File: src/verilog/decoder_pkg.sv
// csr unit shared definitions

package decoder_pkg;

  // data path word, also the instruction width
  typedef logic [31:0] word;

  // register index or zimm immediate
  typedef logic [4:0] r;

  // csr address field of the instruction
  typedef logic [11:0] csr_addr_t;

  // funct3 field selecting the zicsr operation
  typedef logic [2:0] csr_op_t;

  // funct3 operation codes
  // bit 2 selects the immediate form
  localparam csr_op_t CSRRW = 3'd1;
  localparam csr_op_t CSRRS = 3'd2;
  localparam csr_op_t CSRRC = 3'd3;
  localparam csr_op_t CSRRWI = 3'd5;
  localparam csr_op_t CSRRSI = 3'd6;
  localparam csr_op_t CSRRCI = 3'd7;

  // major opcode of csr instructions
  localparam logic [6:0] OPCODE_SYSTEM = 7'h73;

  // machine mode registers
  localparam csr_addr_t ADDR_MSCRATCH = 12'h340;
  localparam csr_addr_t ADDR_MTVEC = 12'h305;
  localparam csr_addr_t ADDR_MCAUSE = 12'h342;
  localparam csr_addr_t ADDR_MHARTID = 12'hF14;

  // user counter, read-only here
  localparam csr_addr_t ADDR_CYCLE = 12'hC00;

  // trap vector after reset
  localparam word MTVEC_RESET = 32'h0000_0100;

  // implemented bits of mcause
  // upper bits read as zero
  localparam int unsigned MCAUSE_WIDTH = 5;

endpackage
File: src/verilog/csr_unit.sv
// csr unit top level

`timescale 1ns/1ps

module csr_unit (
  input logic clk,
  input logic reset,
  input decoder_pkg::word instr,
  input logic instr_valid,
  input decoder_pkg::word rs1_data,
  output logic rd_valid,
  output decoder_pkg::r rd,
  output decoder_pkg::word rd_data,
  output logic illegal
);
  import decoder_pkg::*;

  // decode to execute
  logic csr_enable;
  csr_addr_t csr_addr;
  csr_op_t csr_op;
  r rs1_zimm;
  logic csr_write;

  // decode and execute to result
  r rd_dec;
  logic decode_illegal;
  word read_data;
  logic csr_illegal;

  csr_decode csr_decode_inst (
    .instr(instr),
    .instr_valid(instr_valid),
    .csr_enable(csr_enable),
    .csr_addr(csr_addr),
    .csr_op(csr_op),
    .rs1_zimm(rs1_zimm),
    .csr_write(csr_write),
    .rd(rd_dec),
    .decode_illegal(decode_illegal)
  );

  csr_file csr_file_inst (
    .clk(clk),
    .reset(reset),
    .csr_enable(csr_enable),
    .csr_addr(csr_addr),
    .csr_op(csr_op),
    .csr_write(csr_write),
    .rs1_zimm(rs1_zimm),
    .rs1_data(rs1_data),
    .read_data(read_data),
    .csr_illegal(csr_illegal)
  );

  csr_writeback csr_writeback_inst (
    .clk(clk),
    .reset(reset),
    .csr_enable(csr_enable),
    .decode_illegal(decode_illegal),
    .csr_illegal(csr_illegal),
    .rd(rd_dec),
    .read_data(read_data),
    .rd_valid(rd_valid),
    .rd_out(rd),
    .rd_data(rd_data),
    .illegal(illegal)
  );

endmodule

File: src/verilog/csr_writeback.sv
// csr result stage

`timescale 1ns/1ps

module csr_writeback (
  input logic clk,
  input logic reset,
  input logic csr_enable,
  input logic decode_illegal,
  input logic csr_illegal,
  input decoder_pkg::r rd,
  input decoder_pkg::word read_data,
  output logic rd_valid,
  output decoder_pkg::r rd_out,
  output decoder_pkg::word rd_data,
  output logic illegal
);

  logic access_ok;
  logic access_bad;

  // legal access, x0 included, the core drops that write
  assign access_ok = csr_enable && !csr_illegal;

  // bad encoding or bad register access
  assign access_bad = decode_illegal || (csr_enable && csr_illegal);

  // one-cycle result strobes
  always_ff @(posedge clk) begin
    if (reset) begin
      rd_valid <= 1'b0;
      illegal <= 1'b0;
    end else begin
      rd_valid <= access_ok;
      illegal <= access_bad;
    end
  end

  // old csr value, taken before the bank updates
  always_ff @(posedge clk) begin
    if (csr_enable) begin
      rd_out <= rd;
      rd_data <= read_data;
    end
  end

  assert property (@(posedge clk) disable iff (reset) !(rd_valid && illegal));

endmodule

File: src/verilog/csr_file.sv
// csr bank and execute stage

`timescale 1ns/1ps

module csr_file (
  input logic clk,
  input logic reset,
  input logic csr_enable,
  input decoder_pkg::csr_addr_t csr_addr,
  input decoder_pkg::csr_op_t csr_op,
  input logic csr_write,
  input decoder_pkg::r rs1_zimm,
  input decoder_pkg::word rs1_data,
  output decoder_pkg::word read_data,
  output logic csr_illegal
);
  import decoder_pkg::*;

  word mscratch_out;
  word mtvec_out;
  word mcause_out;
  word mhartid_out;
  word cycle_out;
  logic hit_mscratch;
  logic hit_mtvec;
  logic hit_mcause;
  logic hit_mhartid;
  logic hit_cycle;
  logic [4:0] hits;
  logic ro_hit;
  word cycle_count;

  // free-running counter, wraps at 32 bits
  always_ff @(posedge clk) begin
    if (reset) begin
      cycle_count <= '0;
    end else begin
      cycle_count <= cycle_count + 32'd1;
    end
  end

  csr #(.CsrWidth(32), .ResetValue(32'h0), .Addr(ADDR_MSCRATCH), .Read(1'b1), .Write(1'b1))
  mscratch_inst (
    .clk, .reset, .csr_enable, .csr_addr, .csr_op, .csr_write, .rs1_zimm, .rs1_data,
    .ext_data('0), .ext_write_enable(1'b0), .out(mscratch_out), .hit(hit_mscratch)
  );

  csr #(.CsrWidth(32), .ResetValue(MTVEC_RESET), .Addr(ADDR_MTVEC), .Read(1'b1), .Write(1'b1))
  mtvec_inst (
    .clk, .reset, .csr_enable, .csr_addr, .csr_op, .csr_write, .rs1_zimm, .rs1_data,
    .ext_data('0), .ext_write_enable(1'b0), .out(mtvec_out), .hit(hit_mtvec)
  );

  // narrow cause code, upper bits read back as zero
  csr #(.CsrWidth(MCAUSE_WIDTH), .ResetValue('0), .Addr(ADDR_MCAUSE), .Read(1'b1), .Write(1'b1))
  mcause_inst (
    .clk, .reset, .csr_enable, .csr_addr, .csr_op, .csr_write, .rs1_zimm, .rs1_data,
    .ext_data('0), .ext_write_enable(1'b0), .out(mcause_out), .hit(hit_mcause)
  );

  // single hart, id fixed at zero
  csr #(.CsrWidth(32), .ResetValue(32'h0), .Addr(ADDR_MHARTID), .Read(1'b1), .Write(1'b0))
  mhartid_inst (
    .clk, .reset, .csr_enable, .csr_addr, .csr_op, .csr_write, .rs1_zimm, .rs1_data,
    .ext_data('0), .ext_write_enable(1'b0), .out(mhartid_out), .hit(hit_mhartid)
  );

  // loaded from the counter every clock
  csr #(.CsrWidth(32), .ResetValue(32'h0), .Addr(ADDR_CYCLE), .Read(1'b1), .Write(1'b0))
  cycle_inst (
    .clk, .reset, .csr_enable, .csr_addr, .csr_op, .csr_write, .rs1_zimm, .rs1_data,
    .ext_data(cycle_count), .ext_write_enable(1'b1), .out(cycle_out), .hit(hit_cycle)
  );

  // unselected registers drive zero
  assign read_data = mscratch_out | mtvec_out | mcause_out | mhartid_out | cycle_out;

  assign hits = {hit_cycle, hit_mhartid, hit_mcause, hit_mtvec, hit_mscratch};
  assign ro_hit = hit_mhartid | hit_cycle;

  // unknown address, or a write to a read-only register
  assign csr_illegal = csr_enable && ((hits == '0) || (csr_write && ro_hit));

  // addresses decode to at most one register
  assert property (@(posedge clk) disable iff (reset) $onehot0(hits));

endmodule

File: src/verilog/csr.sv
// single control and status register

`timescale 1ns/1ps

module csr #(
  parameter int unsigned CsrWidth = 32,
  parameter logic [CsrWidth-1:0] ResetValue = '0,
  parameter decoder_pkg::csr_addr_t Addr = '0,
  parameter bit Read = 1'b1,
  parameter bit Write = 1'b1
) (
  input logic clk,
  input logic reset,
  input logic csr_enable,
  input decoder_pkg::csr_addr_t csr_addr,
  input decoder_pkg::csr_op_t csr_op,
  input logic csr_write,
  input decoder_pkg::r rs1_zimm,
  input decoder_pkg::word rs1_data,
  input logic [CsrWidth-1:0] ext_data,
  input logic ext_write_enable,
  output decoder_pkg::word out,
  output logic hit
);
  import decoder_pkg::*;

  typedef logic [CsrWidth-1:0] csr_data_t;

  csr_data_t data;
  logic addr_match;
  logic imm_form;
  logic access_write;
  word operand;
  csr_data_t operand_trunc;

  assign addr_match = (csr_addr == Addr);
  assign hit = csr_enable && addr_match;

  // asynchronous read, zero-extended to a word
  assign out = (Read && addr_match) ? word'(data) : '0;

  // immediate forms take zimm in place of rs1 data
  assign imm_form = (csr_op == CSRRWI) || (csr_op == CSRRSI) || (csr_op == CSRRCI);
  assign operand = imm_form ? word'(rs1_zimm) : rs1_data;

  // narrow registers keep only the low bits
  assign operand_trunc = csr_data_t'(operand);

  // read-only registers never take an instruction write
  assign access_write = hit && Write && csr_write;

  always_ff @(posedge clk) begin
    if (reset) begin
      data <= ResetValue;
    end else if (ext_write_enable) begin
      // side-effect path wins over the instruction
      data <= ext_data;
    end else if (access_write) begin
      case (csr_op)
        CSRRW, CSRRWI: data <= operand_trunc;
        CSRRS, CSRRSI: data <= data | operand_trunc;
        CSRRC, CSRRCI: data <= data & ~operand_trunc;
        default: data <= data;
      endcase
    end
  end

  // a read-only register moves only through its external port
  assert property (@(posedge clk) disable iff (reset)
    (!Write && !ext_write_enable) |=> (data == $past(data)));

endmodule

File: src/verilog/csr_decode.sv
// csr instruction decoder

`timescale 1ns/1ps

module csr_decode (
  input decoder_pkg::word instr,
  input logic instr_valid,
  output logic csr_enable,
  output decoder_pkg::csr_addr_t csr_addr,
  output decoder_pkg::csr_op_t csr_op,
  output decoder_pkg::r rs1_zimm,
  output logic csr_write,
  output decoder_pkg::r rd,
  output logic decode_illegal
);
  import decoder_pkg::*;

  logic [6:0] opcode;
  logic opcode_ok;
  logic funct3_ok;
  logic decode_legal;
  logic always_writes;

  // i-type field slices
  assign opcode = instr[6:0];
  assign rd = instr[11:7];
  assign csr_op = instr[14:12];
  assign rs1_zimm = instr[19:15];
  assign csr_addr = instr[31:20];

  assign opcode_ok = (opcode == OPCODE_SYSTEM);

  // funct3 0 is ecall/ebreak space, 4 is unassigned
  assign funct3_ok = (csr_op != 3'd0) && (csr_op != 3'd4);

  assign decode_legal = opcode_ok && funct3_ok;

  assign csr_enable = instr_valid && decode_legal;
  assign decode_illegal = instr_valid && !decode_legal;

  // rw forms write even with x0 / zimm 0
  assign always_writes = (csr_op == CSRRW) || (csr_op == CSRRWI);

  // set and clear with a zero source only read
  // decided once here for all later stages
  assign csr_write = always_writes || (rs1_zimm != '0);

  // enable and illegal never overlap
  always_comb begin
    assert final (!(csr_enable && decode_illegal));
  end

endmodule

File: config.mk
export PLATFORM = sky130hd
export DESIGN_NAME = csr_unit
export DESIGN_NICKNAME = d
export VERILOG_FILES = /design/src/verilog/decoder_pkg.sv /design/src/verilog/csr_unit.sv /design/src/verilog/csr_writeback.sv /design/src/verilog/csr_file.sv /design/src/verilog/csr.sv /design/src/verilog/csr_decode.sv
export SDC_FILE = /design/constraint.sdc
export NUM_CORES = 1
export LEC_CHECK = 0
export BUFFER_PORTS_ARGS = -buffer_cell sky130_fd_sc_hd__buf_2
export CELL_PAD_IN_SITES_DETAIL_PLACEMENT = 1
export CELL_PAD_IN_SITES_GLOBAL_PLACEMENT = 1
export CORE_MARGIN = 2
export CORE_UTILIZATION = 44
export CTS_CLUSTER_SIZE = 14
export DETAILED_ROUTE_END_ITERATION = 8
export PLACE_DENSITY = 0.86
export SLEW_MARGIN = 20
export SYNTH_ARGS = -nofsm -noshare
export SYNTH_HDL_FRONTEND = slang
export SYNTH_SLANG_ARGS = --single-unit
File: constraint.sdc
create_clock -name clk -period 4.1 [get_ports clk]
set_clock_uncertainty 0.2 [all_clocks]
set_input_delay 0.41 -clock clk [delete_from_list [all_inputs] [get_ports clk]]
set_output_delay 0.41 -clock clk [all_outputs]
set_load 0.02 [all_outputs]
Yosys cells after proc, flatten, opt, wreduce, memory -nomap -nowiden
Cells that the tools add are included.

Add/subtract/negate cells: 1. Equality and inequality tests: 13. Mux-type cells: 8. Bitwise gates (word level): 12. Reductions and logical operators: 34.

Operators by type and width (count): one-hot mux 32 bit (3 select lines) (2); 2-to-1 mux 32 bit (4); bitwise OR 32 bit (4); bitwise AND 32 bit (2); equality test 12 x 10 -> 1 bit, second input constant (3); adder 32 x 1 -> 32 bit, second input constant (1); inverter 32 bit (1); bitwise OR 32 x 5 -> 32 bit (1); equality test 12 bit, second input constant (2); logical AND 1 bit (16); one-hot mux 5 bit (3 select lines) (1); equality test 3 bit, second input constant (3); equality test 7 bit, second input constant (1); equality test 3 x 2 -> 1 bit, second input constant (2); logical OR 1 bit (6); AND reduction 2 bit (3); nonzero test 3 bit (2); OR reduction 2 bit (3); bitwise AND 5 bit (1); zero test 5 bit (1); 2-to-1 mux 5 bit (1); inverter 5 bit (1); bitwise OR 5 bit (1); nonzero test 5 bit (1); other kinds (4) (5).

Bits in registers: 172. Bits of input ports: 67. Output and inout port bits: 39. Logic and storage cells: 77.

Logic depth before layout (Yosys ltp)
Gate-level depths: netlist (run 1).

Depth after elaboration: 11. Depth in mapped cells: 8. Mapped depth without buffers: 5.

By module
From an unflattened synthesis (run 1), not the netlist that was laid out.

Cells, all modules: 1591. Area total of the unflattened synthesis: 13266.5 um^2.

Modules (own cells, without submodules): csr at csr_file_inst.mscratch_inst ... (times used 2, cells an instance 382, area each 2732.6 um^2, sequential area each 640.6 um^2); csr_file (times used 1, cells an instance 276, area each 1939.4 um^2, sequential area each 640.6 um^2); csr at csr_file_inst.cycle_inst (times used 1, cells an instance 184, area each 1794.2 um^2, sequential area each 640.6 um^2); csr at csr_file_inst.mhartid_inst (times used 1, cells an instance 183, area each 1767.9 um^2, sequential area each 640.6 um^2); csr_writeback (times used 1, cells an instance 42, area each 1172.4 um^2, sequential area each 1151.1 um^2); csr at csr_file_inst.mcause_inst (times used 1, cells an instance 107, area each 872.1 um^2, sequential area each 100.1 um^2); csr_decode (times used 1, cells an instance 35, area each 255.2 um^2, sequential area each 0.0 um^2).

Worst setup path after synthesis (run 1)
OpenSTA, ideal clock, no wires.

Path type: input -> register. From: in instr[13]. To: reg csr_writeback_inst.rd_data[0] (enable). Setup time: 0.434 ns. Data arrival time: 2.719 ns. Data required time: 3.466 ns. Path slack: 0.747 ns. Stages on the path: 4. Buffers on the path: 1. Cells stage by stage: buf_2 nor2_1 or3_1 nor2_1.

Longest elaborated chain between the ends: 4. Elaborated cells on any way between the ends: 5. Those cells by class: eq/ne: 1; reduce/logical: 4.

Ends and longest elaborated chain: start: declaration (RTL line csr_unit.sv:8) `input decoder_pkg::word instr,`; != test 3 bit or nonzero test 3 bit (tied branches) (RTL line csr_decode.sv:34) `assign funct3_ok = (csr_op != 3'd0) && (csr_op != 3'd4);`; logical AND 1 bit * (RTL line csr_decode.sv:34); logical AND 1 bit * (RTL line csr_decode.sv:36) `assign decode_legal = opcode_ok && funct3_ok;`; logical AND 1 bit * (RTL line csr_decode.sv:38) `assign csr_enable = instr_valid && decode_legal;`; named net csr_decode_inst.csr_enable (RTL line csr_decode.sv:8) `output logic csr_enable,`; end signal: assignment (RTL line csr_writeback.sv:43) `rd_data <= read_data;`; end: declaration (RTL line csr_writeback.sv:15) `output decoder_pkg::word rd_data,`.

The timed path passes the listed nets; every way through them passes the cells marked *. A chain may end at the register's enable or synchronous reset.

Worst setup path in the final report (run 1)
From: in instr[13]. To: reg csr_file_inst.mtvec_inst.data[2].

Longest elaborated chain between the ends: 7. Elaborated cells on any way between the ends: 27. Those cells by class: eq/ne: 7; mux: 2; bitwise: 3; reduce/logical: 15.

Ends and longest elaborated chain: equality test 3 bit (tied with other cells) (RTL line csr.sv:43, csr.sv:59, csr_decode.sv:42); logical OR 1 bit or logical AND 1 bit (tied branches) (RTL line csr.sv:43, csr_decode.sv:34); logical OR 1 bit or logical AND 1 bit (tied branches) (RTL line csr.sv:43, csr_decode.sv:36); 2-to-1 mux 32 bit or logical AND 1 bit (tied branches); inverter 32 bit or logical AND 1 bit (tied branches) (RTL line csr.sv:62, csr.sv:37); bitwise AND 32 bit or logical AND 1 bit (tied branches) (RTL line csr.sv:62, csr.sv:50); one-hot mux 32 bit (3 select lines) or AND reduction 2 bit (tied branches); end signal: assignment (RTL line csr.sv:60) `CSRRW, CSRRWI: data <= operand_trunc;`; end signal: assignment (RTL line csr.sv:62) `CSRRC, CSRRCI: data <= data & ~operand_trunc;`; end signal: assignment (RTL line csr.sv:63) `default: data <= data;`; end: declaration (RTL line csr.sv:29) `csr_data_t data;`.

Parallel ways exist; a longest one is shown, timed or not.

==> metrics, run 1 <==
yosys warns=0; count of pins over their slew limit=0; cell taking the most area after synthesis=dfxtp_1; DRC violation count after routing=0; Worst Hold Path EP=csr_writeback_inst.illegal; Worst Hold Depth=3; areal power density over the cells=between 300 and 400 nW/um^2; Remaining Overflow, GRT=0; wire length per cell=20.6 um; ys flop type=dfxtp_1; Layout area overhead=17.7%; top cells by instance count after synthesis=dfxtp_1, nor2_1, a21oi_1; clk slew on worst S/H paths=~0.07 ns; maximum number of pins on one net before global-route repair=58; via total after detailed routing=about 6,600; number of cells upsized or downsized after cts=0; post-synth cell types=55; main area contributors after synthesis=dfxtp_1, edfxtp_1, a22o_1; Die W=roughly 130 um; endpoint type of the worst setup path=flip-flop; clk root buf=clkbuf_16; proportion of layout cells with a drive suffix above 1=between 10% and 20%; Post-DP HPWL=~15,000 um; number of clock sinks=roughly 170; H-tree lvl count=4; FF-to-FF path depth=5; area enclosed by the die boundary=roughly 18,000 um^2; final clock period utilization by the worst path=approximately 63%; synthesized area divided by synthesized cell count=9.69 um^2; number of hold-slack violations in the final timing report=0; worst reg-to-reg setup slack=approximately 1.7 ns; highest clock frequency the design can meet=roughly 400 MHz; standard-cell row count=47; EDFF count, synth=37; headroom to the max-slew limit=31.8%; GRT Total Usage=~26%; violation count after the first detailed-route iteration=599; Mapped Cells=778; wire length of the first global-routing pass=about 37,000 um; clock latency on the worst-skew pair=around 0.44 ns; VDD IR max=between 0.3 and 0.4 mV; leakage dissipation=3.62 nW; buffer levels on the longest clock path=2; clock tree from TritonCTS=done; first drt pass iteration count=7; via count of the first global-routing pass=about 6,800; GPL Wtd Cong=roughly 0.82; total of flip-flops plus latches after synthesis=around 170; max-capacitance violation count=0; data arrival time of the critical path=2.67 ns; Antenna Cells=0; unrepaired setup endpoints after global routing=no; Least-Margin Pin Slew=1.02 ns; most frequently used cell type in the post-synthesis netlist=dfxtp_1; data required time at the worst endpoint=between 4 and 5 ns; final standard cell utilization of the core=between 50% and 60%; combined area of all synthesized cells=7540 um^2; final period demand of the worst path=around 2.6 ns; final layout net count=between 900 and 1,000; number of antenna violations at the first check in global routing=0; proportion of netlist area held by the largest area contributor=~36%; end of the worst register-to-register path=csr_file_inst.cycle_count[28]; Layout fillers=1,901; path type of the worst setup path=input pin to flip-flop; startpoint of the worst hold path=instr_valid; total wire length=~23,000 um; I/O Buffers=between 100 and 150; height of the die=~130 um; final antenna-violating net count=0; worst-path fanout max=27; total CTS buffers=17; Starting Density=45.3%; proportion of synthesized flip-flops having asynchronous set or reset=0%; total core area=around 17,000 um^2; TNS Setup=0 ns; launching point of the worst reg2reg path=csr_file_inst.cycle_count[0]; I/O Pins=106; nature of the critical path startpoint=input pin; post-synthesis sequential area ratio=50.6%; post-DR vias/cell=around 6; class of the most critical hold timing path=input pin to flip-flop; post-synthesis net count=around 850; outcome=finished, final reports clean; final setup violation count=0
-- sequential cells by signal (all words and copies together), names as in the netlist --
signal and count:
csr_writeback_inst.rd_valid 1, csr_writeback_inst.rd_data 32, csr_writeback_inst.illegal 1, csr_file_inst.mcause_inst.data 5
csr_writeback_inst.rd_out 5, csr_file_inst.mscratch_inst.data 32, csr_file_inst.cycle_count 32, csr_file_inst.mtvec_inst.data 32
csr_file_inst.cycle_inst.data 32
-- where the power goes --
group,total (mW),switching (mW),internal [mW]
Combinational,0.215,0.137,0.0776
Sequential,1.73,0.00532,1.73
Clock,1.57,0.722,0.847
-- layout by cell type, fill, tap and decap left out, types with 13 or more instances in the layout --
cell	netlist	final
a22o_1	36	36
inv_1	33	33
nand2_1	37	37
a21oi_1	43	43
dfxtp_1	135	135
o211ai_1	20	20
edfxtp_1	37	37
a222oi_1	27	27
o21ai_0	38	38
nand3_1	24	24
buf_4	3	19
xor2_1	17	17
nor2_1	71	70
clkbuf_16	0	17
nor2b_1	39	38
buf_2	15	105
a211o_1	13	13
o21bai_1	13	13
nand4_1	22	22
-- cell families (layout without fill, tap and decap cells) --
kind of cell / after synthesis / in the layout / share of synthesized area (%)
DFF: 172 / 172 / 50.6
xor gates and xnor gates: 23 / 23 / 2.67
adders and majority gates: 1 / 1 / 0.166
buffers and inverters: 93 / 195 / 5.13
muxes: 2 / 2 / 0.299
and+or+nand+nor: 244 / 244 / 17.6
AOI/OAI and AO/OA: 243 / 243 / 23.5
-- critical path, cell delays in order --
cell and delay, ns:
buf_2 0.30, nor2_1 0.14, nor3_2 0.48, nand4_2 0.78, o211ai_1 0.42, o21ai_1 0.11
-- routing by layer --
layer / GRT usage, % / routed length (um)
met1: 32.6 / 9710
met2: 43.3 / 11100
met3: 5.44 / 1480
met4: 9.94 / 401
met5: 0 / 0
-- stage by stage --
step / total power [mW] / setup slack, ns / hold WS (ns) / std cells / area [um^2]
3_3_place_gp: 1.97 / 1.26 / 0.242 / 1063 / 8250
5_1_grt: 3.63 / 1.37 / 0.0100 / 1100 / 8870
6_report: 3.52 / 1.53 / 0.0134 / 1100 / 8870
4_1_cts: 3.53 / 1.61 / 0.00271 / 1100 / 8870
3_5_place_dp: 1.97 / 1.18 / 0.252 / 1063 / 8250
2_1_floorplan: 1.88 / 0.747 / 0.231 / 778 / 7540
-- how the worst max path moves through the flow --
stage,from,endpoint,slack [ns],depth (start not counted)
after global placement,instr[13],csr_file_inst.mtvec_inst.data[8],1.26,6
after CTS,instr[13],csr_file_inst.mscratch_inst.data[3],1.61,6
after global routing,instr[13],csr_file_inst.mtvec_inst.data[2],1.37,6
after floorplan,instr[13],csr_writeback_inst.rd_data[0],0.75,4
after detailed placement,instr[13],csr_file_inst.mscratch_inst.data[3],1.18,6
final,instr[13],csr_file_inst.mtvec_inst.data[2],1.53,6
-- timing repair --
action | CTS | global route
hold buffers | 5 | 0
buffers inserted | 0 | 0
hold endpoints to repair | 5 | 0
-- cell type report --
class,count,area [um^2],share of cell area [%]
clock buffer,18,429,4.84
inverter,34,128,1.44
timing repair buffer,129,718,8.09
sequential,172,3810,43.0
multi-input combinational,513,3370,38.0
clock inverter,14,139,1.57
tap,220,275,3.10
(Power assumes the default switching activity.)
==> run 2: changes to the inputs <==
- ABC_AREA: not set -> 1
- CORE_UTILIZATION: 44 -> 42
- PLACE_DENSITY: 0.86 -> 0.87
- clock period: 4.1 -> 2.6 ns (I/O delays scaled with it)
==> run 2 against run 1 <==
Register-to-register slack worse by 1.1 ns. Via count is 29% higher. Clock power is 87% higher. Critical path type is now flip-flop to flip-flop. Routed wire length is 21% higher. Critical path depth is 4 higher. Largest cell class is now multi-input gates. Combinational power is 81% higher. Non-clock buffer count is 1 lower. Sequential share of layout area is 5.3 points lower. First-iteration DRC count is 11% lower. Cell area is 14% higher. Area after synthesis is 14% higher. Synthesized cell count is 55% higher.
==> metrics, run 2 <==
number of cells upsized or downsized after cts=0 (unchanged); total CTS buffers=17 (unchanged); worst hold slack=0.0131 ns (-0.000355 ns); maximum number of pins on one net before global-route repair=72 (+24%); Layout area overhead=17.4%; post-synth cell types=37 (-33%); TNS Setup=0 ns (unchanged); proportion of synthesized flip-flops having asynchronous set or reset=0% (unchanged); proportion of netlist area held by the largest area contributor=31.4% (-4.5 points); I/O Buffers=105 (unchanged); Post-DP HPWL=18,900 um (+27%); max-capacitance violation count=0 (unchanged); EDFF count, synth=37 (unchanged); total core area=20,200 um^2 (+21%); unrepaired setup endpoints after global routing=no; class of the most critical hold timing path=input pin to flip-flop; standard-cell row count=52 (+11%); Layout fillers=2,621 (+38%); final period demand of the worst path=2.03 ns; Antenna Cells=0 (unchanged); cell area reported after detailed placement=9390 um^2 (+14%); final layout net count=1,373 (+47%); data required time at the worst endpoint=2.71 ns (-1.49 ns); via total after detailed routing=8,516 (+29%); Remaining Overflow, GRT=0 (unchanged); final setup violation count=0 (unchanged); data arrival time of the critical path=2.14 ns (-0.53 ns); area enclosed by the die boundary=21,700 um^2 (+19%); worst-path fanout max=5 (-81%); violation count after the first detailed-route iteration=535 (-11%); final clock period utilization by the worst path=78.2%; wire length per cell=17.3 um (-16%); buffer levels on the longest clock path=2 (unchanged); Non-Filler Cell Area, Final=10,100 um^2 (+14%); CTS hold repair buffers=6 (+1); most prevalent standard cell on the critical path=nand2_1; Die W=147 um (+9.2%); final standard cell utilization of the core=50.2% (-3.1 points); DRC violation count after routing=0 (unchanged); Least-Margin Pin Slew=0.677 ns (-0.341 ns); areal power density over the cells=597 nW/um^2 (+51%); clk slew on worst S/H paths=0.07 ns (about the same); final antenna-violating net count=0 (unchanged); maximum single-stage delay on the critical path=0.37 ns (-0.41 ns); ys flop type=dfxtp_1; total wire length=27,500 um (+21%); via count of the first global-routing pass=8,763 (+28%); headroom to the max-slew limit=54.8% (+23 points); cell type group with the largest total delay on the critical path=simple AND/OR/NAND/NOR gates; nature of the critical path startpoint=flip-flop; post-synthesis net count=1,277 (+51%); first drt pass iteration count=5 (-2); outcome=finished, final reports clean; post-synthesis sequential area ratio=44.3% (-6.3 points); CP Cell Sequence=ha_1, nand2_1, inv_1, nand2_1, nor2_1, nand2_1, inv_1, nand3_1, o21ai_0, a21oi_1; total of flip-flops plus latches after synthesis=172 (unchanged); GRT Total Usage=26.0% (+0.17 points); clock latency on the worst-skew pair=0.43 ns (about the same); Starting Density=42.7% (-2.6 points); path type of the worst setup path=flip-flop to flip-flop; commonest non-fill, non-tap cell in the layout=nand2_1; number of hold-slack violations in the final timing report=0 (unchanged); worst reg-to-reg setup slack=0.57 ns (-1.09 ns); H-tree lvl count=4 (unchanged); endpoint type of the worst setup path=flip-flop; count of pins over their slew limit=0 (unchanged); I/O Pins=106 (unchanged); VDD IR max=0.430 mV (+39%); number of antenna violations at the first check in global routing=0 (unchanged); highest clock frequency the design can meet=492 MHz; commonest cells after routing, fill and taps aside=nand2_1, nor2_1, dfxtp_1, nand3_1, a21oi_1; main area contributors after synthesis=dfxtp_1, nand2_1, edfxtp_1; cell at the slowest stage of the critical path=dfxtp_1; post-DR vias/cell=5.36 (-11%); synthesized area divided by synthesized cell count=7.13 um^2 (-26%); number of clock sinks=172 (unchanged); leakage dissipation=4.15 nW (+15%); Post-CTS Setup Repair Bufs=0 (unchanged); yosys warns=0 (unchanged); clk root buf=clkbuf_16; cell taking the most area after synthesis=dfxtp_1; combined area of all synthesized cells=8620 um^2 (+14%); wire length of the first global-routing pass=44,900 um (+23%); Mapped Cells=1,209 (+55%); most frequently used cell type in the post-synthesis netlist=nand2_1; height of the die=147 um (+9.2%); top cells by instance count after synthesis=nand2_1, nor2_1, dfxtp_1; proportion of layout cells with a drive suffix above 1=18.4% (-1.2 points); GPL Wtd Cong=0.891 (+8.6%); count of buffering cells on the critical path with inverters included=2 (+1); clock tree from TritonCTS=done
-- run 2: worst reg2reg max path, delay by kind of cell, from the launching register on --
family                   cells  cell delay, ns
adder cells (fa/ha/maj)      1            0.19
buffers and inverters        2            0.20
flip-flops                   1            0.37
AND/OR/NAND/NOR              5            0.69
AO/OA/AOI/OAI                2            0.26
-- run 2: worst paths after layout --
kind / start / endpoint / depth (start not counted)
min: reset / csr_file_inst.cycle_inst.data[31] / 2
max: csr_file_inst.cycle_count[0] / csr_file_inst.cycle_count[18] / 10
min reg2reg: csr_file_inst.cycle_count[1] / csr_file_inst.cycle_inst.data[1] / 2
max reg2reg: csr_file_inst.cycle_count[0] / csr_file_inst.cycle_count[18] / 10
-- run 2: final cells by class --
type / count / area, um^2 / area share, %
multi-input combinational: 861 / 4060 / 40.1
sequential: 172 / 3810 / 37.7
timing repair buffer: 128 / 766 / 7.57
inverter: 125 / 473 / 4.67
clock buffer: 19 / 453 / 4.48
tap: 270 / 338 / 3.34
clock inverter: 13 / 219 / 2.16
-- run 2: cell families (layout without fill, tap and decap cells) --
kind of cell	after synthesis	after routing	share of synthesized area (%)
AOI/OAI and AO/OA	172	172	11.6
buffers and inverters	176	285	8.68
xor gates and xnor gates	1	1	0.102
and+or+nand+nor	687	687	35.2
DFF	172	172	44.3
adders and majority gates	1	1	0.145
-- run 2: per-layer routing --
| layer | routed length, um | global-route usage, % |
|---|---|---|
| met2 | 13800 | 45.6 |
| met1 | 12100 | 32.7 |
| met4 | 385 | 7.07 |
| met5 | 0 | 0 |
| met3 | 1230 | 4.94 |
-- run 2: per-stage QoR --
step / worst slack, ns / power [mW] / std cells
after floorplan: 0.455 / 3.03 / 1209
after global placement: 0.575 / 3.15 / 1550
after detailed placement: 0.495 / 3.16 / 1550
after CTS: 0.573 / 6.07 / 1588
after global routing: 0.335 / 6.23 / 1588
final: 0.567 / 6.05 / 1588
-- run 2: report_power, final --
group	leakage, nW	switching [mW]	internal (mW)
Clock	0.328	1.09	1.84
Sequential	1.46	0.00457	2.72
Combinational	2.36	0.266	0.124
